[config.mk]
export PLATFORM = sky130hd
export DESIGN_NAME = can_lite_top
export DESIGN_NICKNAME = d
export VERILOG_FILES = /design/src/verilog/can_lite_pkg.sv /design/src/verilog/can_host_regs.sv /design/src/verilog/can_bit_timing.sv /design/src/verilog/can_bit_shifter.sv /design/src/verilog/can_lite_top.sv
export VERILOG_INCLUDE_DIRS = /design/src /design/src/verilog
export SDC_FILE = /design/constraint.sdc
export NUM_CORES = 1
export LEC_CHECK = 0
export ABC_CLOCK_PERIOD_IN_PS = 3600
export BUFFER_PORTS_ARGS = -buffer_cell sky130_fd_sc_hd__buf_2
export CAP_MARGIN = 25
export CELL_PAD_IN_SITES_DETAIL_PLACEMENT = 1
export CELL_PAD_IN_SITES_GLOBAL_PLACEMENT = 1
export CORE_AREA = 3 3 77 134
export DETAILED_ROUTE_END_ITERATION = 6
export DIE_AREA = 0 0 80 137
export PLACE_DENSITY = 0.8
export SLEW_MARGIN = 15
export SYNTH_ARGS = -nofsm -noshare
export SYNTH_HDL_FRONTEND = slang
export SYNTH_HIERARCHICAL = 1
export SYNTH_SLANG_ARGS = --single-unit
[constraint.sdc]
create_clock -name clk -period 3.6 [get_ports clk]
set_input_delay 0.72 -clock clk [delete_from_list [all_inputs] [get_ports clk]]
set_output_delay 0.72 -clock clk [all_outputs]
set_load 0.02 [all_outputs]
[src/verilog/can_lite_settings.svh]
// Register map and field widths are fixed at compile time and must match the host driver
`ifndef CAN_LITE_SETTINGS_SVH
`define CAN_LITE_SETTINGS_SVH

// Host register addresses
`define CAN_ADDR_MODE       8'd0
`define CAN_ADDR_CMD        8'd1
`define CAN_ADDR_STATUS     8'd2
`define CAN_ADDR_IRQ        8'd3
`define CAN_ADDR_BTR0       8'd6
`define CAN_ADDR_BTR1       8'd7
`define CAN_ADDR_TX_DATA    8'd10
`define CAN_ADDR_RX_DATA    8'd20

// Bus data, bus address and payload byte
`define CAN_DATA_W          8

// Bus timing fields as laid out in BTR0 and BTR1
`define CAN_BRP_W           6
`define CAN_TSEG1_W         4
`define CAN_TSEG2_W         3

// Holds the longest bit of 3 + 15 + 7 quanta
`define CAN_QUANTA_W        5

// Idle bus level
`define CAN_RECESSIVE       1'b1

// Node comes up in reset mode
`define CAN_MODE_RST        1'b1

`endif

[src/verilog/can_lite_pkg.sv]
// Shared node types; field widths come from the settings header and BTR bit order is fixed
`include "can_lite_settings.svh"

package can_lite_pkg;

    // Host bus request with chip select already active high
    typedef struct packed {
        logic                   cs;
        logic                   wr;
        logic                   rd;
        logic [`CAN_DATA_W-1:0] addr;
        logic [`CAN_DATA_W-1:0] wr_dat;
    } host_req_t;

    typedef struct packed {
        logic [`CAN_BRP_W-1:0]   brp;
        logic [`CAN_TSEG1_W-1:0] tseg1;
        logic [`CAN_TSEG2_W-1:0] tseg2;
    } timing_cfg_t;

    // BTR0 layout with the jump width bits unused
    typedef struct packed {
        logic [1:0]            rsvd;
        logic [`CAN_BRP_W-1:0] brp;
    } btr0_view_t;

    // BTR1 layout with the triple sampling bit unused
    typedef struct packed {
        logic                    rsvd;
        logic [`CAN_TSEG2_W-1:0] tseg2;
        logic [`CAN_TSEG1_W-1:0] tseg1;
    } btr1_view_t;

    typedef union packed {
        btr0_view_t btr0;
        btr1_view_t btr1;
    } btr_word_u;

    // Single-cycle strobes from the bit timer
    typedef struct packed {
        logic tx_point;
        logic sample_point;
    } bit_events_t;

    typedef struct packed {
        logic                   tx_busy;
        logic                   rx_busy;
        logic                   tx_done;
        logic                   rx_done;
        logic [`CAN_DATA_W-1:0] rx_byte;
    } link_status_t;

endpackage

[src/verilog/can_host_regs.sv]
// Timing registers accept writes in any mode; change them only while reset mode is set
`timescale 1ns/1ps
`include "can_lite_settings.svh"

module can_host_regs
    import can_lite_pkg::*;
(
    input  logic                   clk,
    input  logic                   rst,
    input  host_req_t              req,
    input  link_status_t           link,
    output logic [`CAN_DATA_W-1:0] rd_dat,
    output logic                   irq_on,
    output timing_cfg_t            cfg,
    output logic                   reset_mode,
    output logic                   tx_start,
    output logic [`CAN_DATA_W-1:0] tx_byte
);

    logic       wr_en;
    logic       rd_en;
    logic       rd_irq;
    btr_word_u  btr0_q;
    btr_word_u  btr1_q;
    logic [1:0] irq_q;      // {rx_done, tx_done}

    assign wr_en  = req.cs & req.wr;
    assign rd_en  = req.cs & req.rd;
    assign rd_irq = rd_en & (req.addr == `CAN_ADDR_IRQ);

    // Mode and bus timing registers
    always_ff @(posedge clk or posedge rst)
    begin
        if (rst)
        begin
            reset_mode <= `CAN_MODE_RST;
            btr0_q     <= '0;
            btr1_q     <= '0;
        end
        else if (wr_en)
        begin
            case (req.addr)
                `CAN_ADDR_MODE: reset_mode <= req.wr_dat[0];
                `CAN_ADDR_BTR0: btr0_q     <= req.wr_dat;
                `CAN_ADDR_BTR1: btr1_q     <= req.wr_dat;
                default: ;
            endcase
        end
    end

    // Same register word seen through its two field layouts
    assign cfg.brp   = btr0_q.btr0.brp;
    assign cfg.tseg1 = btr1_q.btr1.tseg1;
    assign cfg.tseg2 = btr1_q.btr1.tseg2;

    // Byte for the next transmission
    always_ff @(posedge clk)
    begin
        if (wr_en && (req.addr == `CAN_ADDR_TX_DATA))
            tx_byte <= req.wr_dat;
    end

    // One pulse per command write with bit 0 set
    always_ff @(posedge clk or posedge rst)
    begin
        if (rst)
            tx_start <= 1'b0;
        else
            tx_start <= wr_en && (req.addr == `CAN_ADDR_CMD) && req.wr_dat[0];
    end

    // Sticky done flags
    // A done pulse on the clearing read edge still sets its bit
    always_ff @(posedge clk or posedge rst)
    begin
        if (rst)
            irq_q <= 2'b00;
        else
            irq_q <= (rd_irq ? 2'b00 : irq_q) | {link.rx_done, link.tx_done};
    end

    assign irq_on = |irq_q;

    // Read mux captured on the read strobe and held until the next read
    always_ff @(posedge clk or posedge rst)
    begin
        if (rst)
            rd_dat <= '0;
        else if (rd_en)
        begin
            case (req.addr)
                `CAN_ADDR_MODE:    rd_dat <= {{(`CAN_DATA_W-1){1'b0}}, reset_mode};
                `CAN_ADDR_STATUS:  rd_dat <= {{(`CAN_DATA_W-2){1'b0}}, link.rx_busy, link.tx_busy};
                `CAN_ADDR_IRQ:     rd_dat <= {{(`CAN_DATA_W-2){1'b0}}, irq_q};
                `CAN_ADDR_BTR0:    rd_dat <= btr0_q;
                `CAN_ADDR_BTR1:    rd_dat <= btr1_q;
                `CAN_ADDR_RX_DATA: rd_dat <= link.rx_byte;
                default:           rd_dat <= '0;
            endcase
        end
    end

endmodule

[src/verilog/can_bit_timing.sv]
// Free-running bit timer with no resynchronization; timing is meant to change only in reset mode
`timescale 1ns/1ps
`include "can_lite_settings.svh"

module can_bit_timing
    import can_lite_pkg::*;
(
    input  logic        clk,
    input  logic        rst,
    input  timing_cfg_t cfg,
    input  logic        reset_mode,
    output bit_events_t ev
);

    logic [`CAN_BRP_W:0]      presc_cnt;
    logic [`CAN_BRP_W:0]      presc_last;
    logic                     quantum_end;
    logic [`CAN_QUANTA_W-1:0] quanta_cnt;
    logic [`CAN_QUANTA_W-1:0] bit_last;
    logic [`CAN_QUANTA_W-1:0] sample_q;

    // Quantum of 2*(brp+1) clocks
    assign presc_last  = {cfg.brp, 1'b1};
    assign quantum_end = (presc_cnt == presc_last);

    // Sync quantum, then tseg1+1 and tseg2+1 quanta
    assign bit_last = `CAN_QUANTA_W'(cfg.tseg1) + `CAN_QUANTA_W'(cfg.tseg2) + `CAN_QUANTA_W'(2);
    assign sample_q = `CAN_QUANTA_W'(cfg.tseg1) + `CAN_QUANTA_W'(2);

    always_ff @(posedge clk or posedge rst)
    begin
        if (rst)
            presc_cnt <= '0;
        else if (reset_mode || quantum_end)
            presc_cnt <= '0;
        else
            presc_cnt <= presc_cnt + 1'b1;
    end

    // Quantum index within the bit
    always_ff @(posedge clk or posedge rst)
    begin
        if (rst)
            quanta_cnt <= '0;
        else if (reset_mode)
            quanta_cnt <= '0;
        else if (quantum_end)
        begin
            if (quanta_cnt >= bit_last)
                quanta_cnt <= '0;
            else
                quanta_cnt <= quanta_cnt + 1'b1;
        end
    end

    // Both events fall on the first clock of their quantum
    assign ev.tx_point     = !reset_mode && (presc_cnt == '0) && (quanta_cnt == '0);
    assign ev.sample_point = !reset_mode && (presc_cnt == '0) && (quanta_cnt == sample_q);

endmodule

[src/verilog/can_bit_shifter.sv]
// One start bit and one byte MSB first each way; no framing, stuffing or error handling
`timescale 1ns/1ps
`include "can_lite_settings.svh"

module can_bit_shifter
    import can_lite_pkg::*;
(
    input  logic                   clk,
    input  logic                   rst,
    input  logic                   reset_mode,
    input  bit_events_t            ev,
    input  logic                   tx_start,
    input  logic [`CAN_DATA_W-1:0] tx_byte,
    input  logic                   rx,
    output logic                   tx,
    output link_status_t           link
);

    logic                   rx_meta;
    logic                   rx_sync;
    logic [`CAN_DATA_W:0]   tx_shift;
    logic [3:0]             tx_cnt;
    logic                   tx_busy;
    logic                   tx_done;
    logic [`CAN_DATA_W-2:0] rx_shift;
    logic [2:0]             rx_cnt;
    logic                   rx_busy;
    logic                   rx_done;
    logic [`CAN_DATA_W-1:0] rx_byte;

    // Two-flop synchronizer idling recessive
    always_ff @(posedge clk or posedge rst)
    begin
        if (rst)
        begin
            rx_meta <= `CAN_RECESSIVE;
            rx_sync <= `CAN_RECESSIVE;
        end
        else
        begin
            rx_meta <= rx;
            rx_sync <= rx_meta;
        end
    end

    // Transmit control sends the start bit and 8 data bits then idles
    always_ff @(posedge clk or posedge rst)
    begin
        if (rst)
        begin
            tx      <= `CAN_RECESSIVE;
            tx_busy <= 1'b0;
            tx_cnt  <= '0;
            tx_done <= 1'b0;
        end
        else
        begin
            tx_done <= 1'b0;
            if (reset_mode)
            begin
                tx      <= `CAN_RECESSIVE;
                tx_busy <= 1'b0;
            end
            else if (!tx_busy)
            begin
                if (tx_start)
                begin
                    tx_busy <= 1'b1;
                    tx_cnt  <= '0;
                end
            end
            else if (ev.tx_point)
            begin
                // All 9 bits out
                if (tx_cnt == 4'd9)
                begin
                    tx      <= `CAN_RECESSIVE;
                    tx_busy <= 1'b0;
                    tx_done <= 1'b1;
                end
                else
                begin
                    tx     <= tx_shift[`CAN_DATA_W];
                    tx_cnt <= tx_cnt + 4'd1;
                end
            end
        end
    end

    // Dominant start bit in front of the byte
    always_ff @(posedge clk)
    begin
        if (!tx_busy && tx_start)
            tx_shift <= {~`CAN_RECESSIVE, tx_byte};
        else if (tx_busy && ev.tx_point)
            tx_shift <= {tx_shift[`CAN_DATA_W-1:0], `CAN_RECESSIVE};
    end

    // Receive control
    always_ff @(posedge clk or posedge rst)
    begin
        if (rst)
        begin
            rx_busy <= 1'b0;
            rx_cnt  <= '0;
            rx_done <= 1'b0;
            rx_byte <= '0;
        end
        else
        begin
            rx_done <= 1'b0;
            if (reset_mode)
                rx_busy <= 1'b0;
            else if (ev.sample_point)
            begin
                if (!rx_busy)
                begin
                    // Dominant sample while idle is the start bit
                    if (rx_sync != `CAN_RECESSIVE)
                    begin
                        rx_busy <= 1'b1;
                        rx_cnt  <= '0;
                    end
                end
                else if (rx_cnt == 3'd7)
                begin
                    rx_busy <= 1'b0;
                    rx_done <= 1'b1;
                    rx_byte <= {rx_shift, rx_sync};
                end
                else
                    rx_cnt <= rx_cnt + 3'd1;
            end
        end
    end

    // Holds the first seven data bits while the eighth goes straight into rx_byte
    always_ff @(posedge clk)
    begin
        if (rx_busy && ev.sample_point)
            rx_shift <= {rx_shift[`CAN_DATA_W-3:0], rx_sync};
    end

    assign link.tx_busy = tx_busy;
    assign link.rx_busy = rx_busy;
    assign link.tx_done = tx_done;
    assign link.rx_done = rx_done;
    assign link.rx_byte = rx_byte;

endmodule

[src/verilog/can_lite_top.sv]
// Local bus pins as on the full controller, but only the reduced register map is decoded
`timescale 1ns/1ps
`include "can_lite_settings.svh"

module can_lite_top
    import can_lite_pkg::*;
(
    input  logic                   clk,
    input  logic                   rst,
    input  logic                   lbe_cs_n,
    input  logic                   lbe_wr_en,
    input  logic                   lbe_rd_en,
    input  logic [`CAN_DATA_W-1:0] lbe_addr,
    input  logic [`CAN_DATA_W-1:0] lbe_wr_dat,
    output logic [`CAN_DATA_W-1:0] lbe_rd_dat,
    output logic                   irq_on,
    input  logic                   rx,
    output logic                   tx
);

    host_req_t              req;
    timing_cfg_t            cfg;
    logic                   reset_mode;
    logic                   tx_start;
    logic [`CAN_DATA_W-1:0] tx_byte;
    bit_events_t            ev;
    link_status_t           link;

    // Chip select is active low on the pin
    assign req.cs     = ~lbe_cs_n;
    assign req.wr     = lbe_wr_en;
    assign req.rd     = lbe_rd_en;
    assign req.addr   = lbe_addr;
    assign req.wr_dat = lbe_wr_dat;

    can_host_regs u_can_host_regs (
        .clk        (clk),
        .rst        (rst),
        .req        (req),
        .link       (link),
        .rd_dat     (lbe_rd_dat),
        .irq_on     (irq_on),
        .cfg        (cfg),
        .reset_mode (reset_mode),
        .tx_start   (tx_start),
        .tx_byte    (tx_byte)
    );

    can_bit_timing u_can_bit_timing (
        .clk        (clk),
        .rst        (rst),
        .cfg        (cfg),
        .reset_mode (reset_mode),
        .ev         (ev)
    );

    can_bit_shifter u_can_bit_shifter (
        .clk        (clk),
        .rst        (rst),
        .reset_mode (reset_mode),
        .ev         (ev),
        .tx_start   (tx_start),
        .tx_byte    (tx_byte),
        .rx         (rx),
        .tx         (tx),
        .link       (link)
    );

endmodule

After elaboration in Yosys (flattened, before gate mapping) --
Cells that the tools add are included. Widths: inputs -> output; s select.
Storage, ports and cells: bits in registers 86, input port bits 22, output and inout bits 10, logic and storage cells 117
Cells by class: add/subtract/negate cells 7, magnitude comparators 1, eq/ne operators 15, muxes and demuxes 37, bitwise gates (word level) 6, reduce and logical (&&, ||, !) cells 29
Operators by type and width (count):
- $pmux 8 s6 | 1
- $mux 1 | 22
- $eq 8x2->1 const B | 2
- $eq 8x3->1 const B | 2
- $mux 4 | 4
- $mux 8 | 2
- $mux 5 | 3
- $reduce_and 4->1 | 3
- $reduce_bool 2->1 | 6
- $logic_and 1x1->1 | 9
- $mux 3 | 3
- $eq 8x1->1 const B | 1
- $eq 8x4->1 const B | 1
- $eq 8x5->1 const B | 1
- $logic_not 8->1 | 1
- $reduce_and 2->1 | 4
- $add 7x1->7 const B | 1
- $eq 7x7->1 | 1
- $logic_not 7->1 | 1
- $mux 7 | 1
- $ne 2x2->1 const B | 3
- $add 4x2->5 const B | 1
- $add 4x3->5 | 1
- $add 5x1->5 const B | 1
- 16 further kinds | 20

Logic depth before layout (Yosys ltp) --
word-level depth 6, depth in mapped cells 13

Hierarchy --
Netlist, hierarchy kept.
Modules (own cells, without submodules):
- can_host_regs | times used 1, cells each 144, area each 1762.9 µm², sequential area each 942.2 µm²
- can_bit_shifter | times used 1, cells each 121, area each 1662.8 µm², sequential area each 1024.7 µm²
- can_bit_timing | times used 1, cells each 113, area each 1088.5 µm², sequential area each 300.3 µm²
- can_lite_top | times used 1, cells each 1, area each 3.8 µm², sequential area each 0.0 µm²

Worst setup path after synthesis --
No wires, ideal clock.
path type reg-to-reg, from register u_can_host_regs/btr1_q[1] (netlist bit), to register u_can_bit_timing.quanta_cnt[3], setup time 65 ps, arrival 2605 ps, setup slack 930 ps, cell stages (with the launch flop) 14, buffers on the path 1, period minus slack after synthesis 2670 ps, cells stage by stage dfrtp_1 -> buf_4 -> inv_1 -> ha_1 -> inv_1 -> ha_1 -> fa_1 -> inv_1 -> ha_1 -> a21oi_1 -> o21ai_0 -> and3_1 -> a2111oi_0 -> a21o_1
Between the ends: cells in the longest elaborated chain, start to end 6
Ends and longest elaborated chain:
- start, declared | line can_host_regs.sv:24 | btr_word_u btr1_q;
- start signal, assigned | line can_host_regs.sv:45 | `CAN_ADDR_BTR1: btr1_q <= req.wr_dat;
- $add 4x3->5 (no source line)
- $add 5x2->5 (no source line)
- $ge 5x5->1 | line can_bit_timing.sv:49 | if (quanta_cnt >= bit_last)
- $mux 5 | line can_bit_timing.sv:49
- $mux 5 | line can_bit_timing.sv:47 | else if (quantum_end)
- $mux 5 | line can_bit_timing.sv:45 | else if (reset_mode)
- end signal, assigned | line can_bit_timing.sv:52 | quanta_cnt <= quanta_cnt + 1'b1;
- end, declared | line can_bit_timing.sv:18 | logic [`CAN_QUANTA_W-1:0] quanta_cnt;
Every way passes these cells. The select of a mux whose other input is x is not followed. A chain may end at the register's enable or synchronous reset.

==> reports/metrics.yaml <==
synthesis:
  synthCells: 379
  synthesis.nets: 423
  synth_cell_types: 69
  synth_top_area_cell: "dfrtp_1"
  synth_ff_type: "dfrtp_1"
  avgSynthCellArea_um2: 11.9
  synth_warnings: 6
  synth_seq_cells: 86
  netlist_top_cells_area: "dfrtp_1, edfxtp_1, mux2_2"
  synth_edf_count: 23
  synth_area_um2: 4520
  synthArstFlopShare_pct: 72.1
  synth_top_area_share_pct: 32.1
  seq_area_frac_synth_pct: 50.2
critical_path:
  end_kind: "register"
  worstPathRequired_ns: 3.82
  worst_setup_path_start_kind: "register"
  cp-startpoint: "u_can_host_regs/btr1_q[1]$_DFFE_PP0P_"
  critPathSlowestCell: "dfrtp_1"
  path_cells: "ha_1 > xnor2_1 > mux2_2 > o32a_1 > nor3_1 > and2_1 > nand3b_2 > mux2_2"
  worstReg2RegStart: "u_can_host_regs/btr1_q[1]$_DFFE_PP0P_"
  r2r_slack_ns: 0.56
  r2r-end: "u_can_bit_shifter/rx_byte[6]$_DFFE_PP0P_"
  arrival_ns: 3.26
  slowest_delay_ns: 0.46
  cp_common_cell: "mux2_2"
  critPathMaxFanout: 9
  critPathCapture: "u_can_bit_shifter/rx_byte[6]$_DFFE_PP0P_"
  r2r_cells: 8
  critical_path_class: "register to register"
clock_tree:
  clk_pin_slew_ns: 0.06
  numCtsBuffers: 9
  h-tree-depth: 3
  cts_tree: "built"
  ctsLongestPathBuffers: 2
  clk_latency_ns: 0.34
  cts-root-buf: "clkbuf_16"
  clkSinkCount: 86
  post_cts_resized: 0
  cts_setup_buffers: 0
  cts_hold_buffers: 0
global_routing:
  antenna_found_initial: 0
  grt_pass1_vias: 3331
  grt_max_degree: 23
  grt_pass1_wl_um: 17100
  grt-ovfl-total: 0
  grtUsageTotal_pct: 21.0
floorplanning:
  row_count: 47
  fp.dieW_um: 80
  dieArea_um2: 11000
  core_um2: 9410
  die_y_um: 137
  floorplan.initialDensity_pct: 48.0
  pin_count: 32
routing:
  vias: 2964
  viasPerCell: 5.66
  ant_nets: 0
  wl_um: 10700
  first_pass_iters: 4
  routedWlPerCell_um: 20.3
  dr.first_iter.drc_count: 92
  drc: 0
worst_hold_path:
  holdPathStages: 0
  min_path_type: "register to register"
placement:
  gp_congestion: 0.839
  port_buffers: 31
  hpwl_um: 8140
layout:
  multi_input_area_um2: 1970
  seqCellArea_um2: 2270
  final_nets: 441
  nFillCells: 1013
  drive_above_1_share_pct: 27.6
  area_delta_synth_final_pct: 9.97
  diodes: 0
timing:
  max_slew_margin_pct: 39.9
  fmax_ghz: 0.329
  finalMaxSlewViolations: 0
  rsz0062_at_grt: "no"
  setup_viol: 0
  period_needed_ns: 3.04
  fin_tns_setup_ns: 0
  worstMarginPinSlew_ns: 0.901
  hold_viol: 0
  finClkSkew_ns: 0.00645
  fin_crit_sh_pct: 84.3
power:
  leakagePower_uw: 0.00224
  irDropWorstVdd_v: 0.000332
  powerDensity_nw_per_um2: 534
  finalPower_uw: 2660
run_status:
  status: "finished clean"
flow_run:
  cap_violations: 0
logic make-up (layout without fill, tap and decap cells):
logic type / count (synthesis) / count (layout) / share of synthesized area [%]
fa+ha+maj: 22 / 22 / 6.26
mux: 41 / 41 / 10.1
compound gates: 56 / 56 / 9.58
flops: 86 / 86 / 50.2
buf+inv: 50 / 73 / 6.31
xor+xnor: 16 / 16 / 3.60
simple gates: 108 / 108 / 14.0
power breakdown:
group	leakage, µW	total, µW	internal, µW	switching (µW)
Clock	0.000135	932	541	391
Sequential	0.00105	1210	1090	121
Combinational	0.00105	515	237	278
Total	0.00224	2660	1870	790
worst max-delay path, delay by kind of cell (launching register included):
family | cells | cell delay [ns]
mux | 2 | 0.72
simple gates | 3 | 1.08
compound gates | 1 | 0.17
fa+ha+maj | 1 | 0.26
flops | 1 | 0.46
xor+xnor | 1 | 0.21
routing by layer:
layer | up-vias | routed length [µm] | part of all wire, % | track usage, %
li1 | 1385 | - | - | -
met1 | 1524 | 3780 | 35 | 20.6
met2 | 34 | 6330 | 59 | 41.6
met3 | 21 | 245 | 2.3 | 3.89
met4 | 0 | 306 | 2.9 | 8.65
met5 | - | 0 | 0 | 0
cell usage after synthesis, types with 7 or more instances:
cell and instances:
inv_1 23, nand2_1 26, ha_1 21, nor2_1 16, mux2_2 36, edfxtp_1 23, a2bb2oi_1 7, dfrtp_1 58
nand3_1 14, xnor2_1 7, o21ai_0 13, a22oi_1 8, buf_4 19
state kept, by name, summed over array words and instances, names as in the netlist, 2 cells and up:
signal	cells
u_can_bit_shifter/rx_shift	7
u_can_bit_shifter/tx_shift	9
u_can_bit_shifter/rx_cnt	3
u_can_bit_shifter/rx_byte	8
u_can_host_regs/irq_q	2
u_can_host_regs/tx_byte	8
u_can_host_regs/rd_dat	8
u_can_host_regs/btr1_q	8
u_can_bit_timing/presc_cnt	7
u_can_bit_timing/quanta_cnt	5
u_can_host_regs/btr0_q	8
u_can_bit_shifter/tx_cnt	4
worst min-delay path by stage:
stage	startpoint	endpoint
5_1_grt	u_can_bit_shifter/rx_meta$_DFF_PP1_	u_can_bit_shifter/rx_sync$_DFF_PP1_
4_1_cts	u_can_bit_shifter/rx_meta$_DFF_PP1_	u_can_bit_shifter/rx_sync$_DFF_PP1_
3_5_place_dp	u_can_bit_shifter/rx_meta$_DFF_PP1_	u_can_bit_shifter/rx_sync$_DFF_PP1_
3_3_place_gp	u_can_bit_shifter/rx_meta$_DFF_PP1_	u_can_bit_shifter/rx_sync$_DFF_PP1_
6_report	u_can_bit_shifter/rx_meta$_DFF_PP1_	u_can_bit_shifter/rx_sync$_DFF_PP1_
2_1_floorplan	u_can_bit_shifter/rx_meta$_DFF_PP1_	u_can_bit_shifter/rx_sync$_DFF_PP1_
cell type report:
class / instances / area share (%)
flip-flops and latches: 86 / 45.6
clock inverters: 6 / 1.41
multi-input cells: 243 / 39.6
well taps: 122 / 3.07
inverters: 23 / 1.74
clock buffers: 10 / 4.61
repair buffers: 34 / 3.98
cells in the final DEF (no fill, tap or decap), types with 2 or more instances in the layout:
cell        count
dfrtp_1        58
mux2_2         36
buf_2          31
nand2_1        26
inv_1          23
edfxtp_1       23
ha_1           21
nor2_1         16
nand3_1        14
o21ai_0        13
clkbuf_16       9
a22oi_1         8
xnor2_1         7
a2bb2oi_1       7
xor2_1          6
a21o_1          6
mux2i_1         5
nor3_1          5
nor2b_1         4
or2_2           4
dfstp_2         4
nor4_1          4
clkinvlp_4      3
and2_1          3
nand3b_1        3
a21oi_1         3
nand2b_1        3
o31ai_1         3
xnor2_2         3
or3_1           2
o221ai_1        2
buf_4           2
and3_1          2
a2111oi_0       2
and3_2          2
nor4b_1         2
stage by stage:
stage / setup slack (ns) / util, % / hold slack (ns) / cell area, µm² / cells
after floorplan: 0.930 / - / 0.345 / 4520 / 379
after global placement: 0.840 / 49.3 / 0.346 / 4640 / 507
after detailed placement: 0.590 / 49.6 / 0.348 / 4670 / 508
after CTS: 0.560 / 52.8 / 0.356 / 4970 / 524
after global routing: 0.399 / 52.8 / 0.363 / 4970 / 524
final: 0.565 / 52.8 / 0.356 / 4970 / 524
Power figures use the tool's default switching activity.
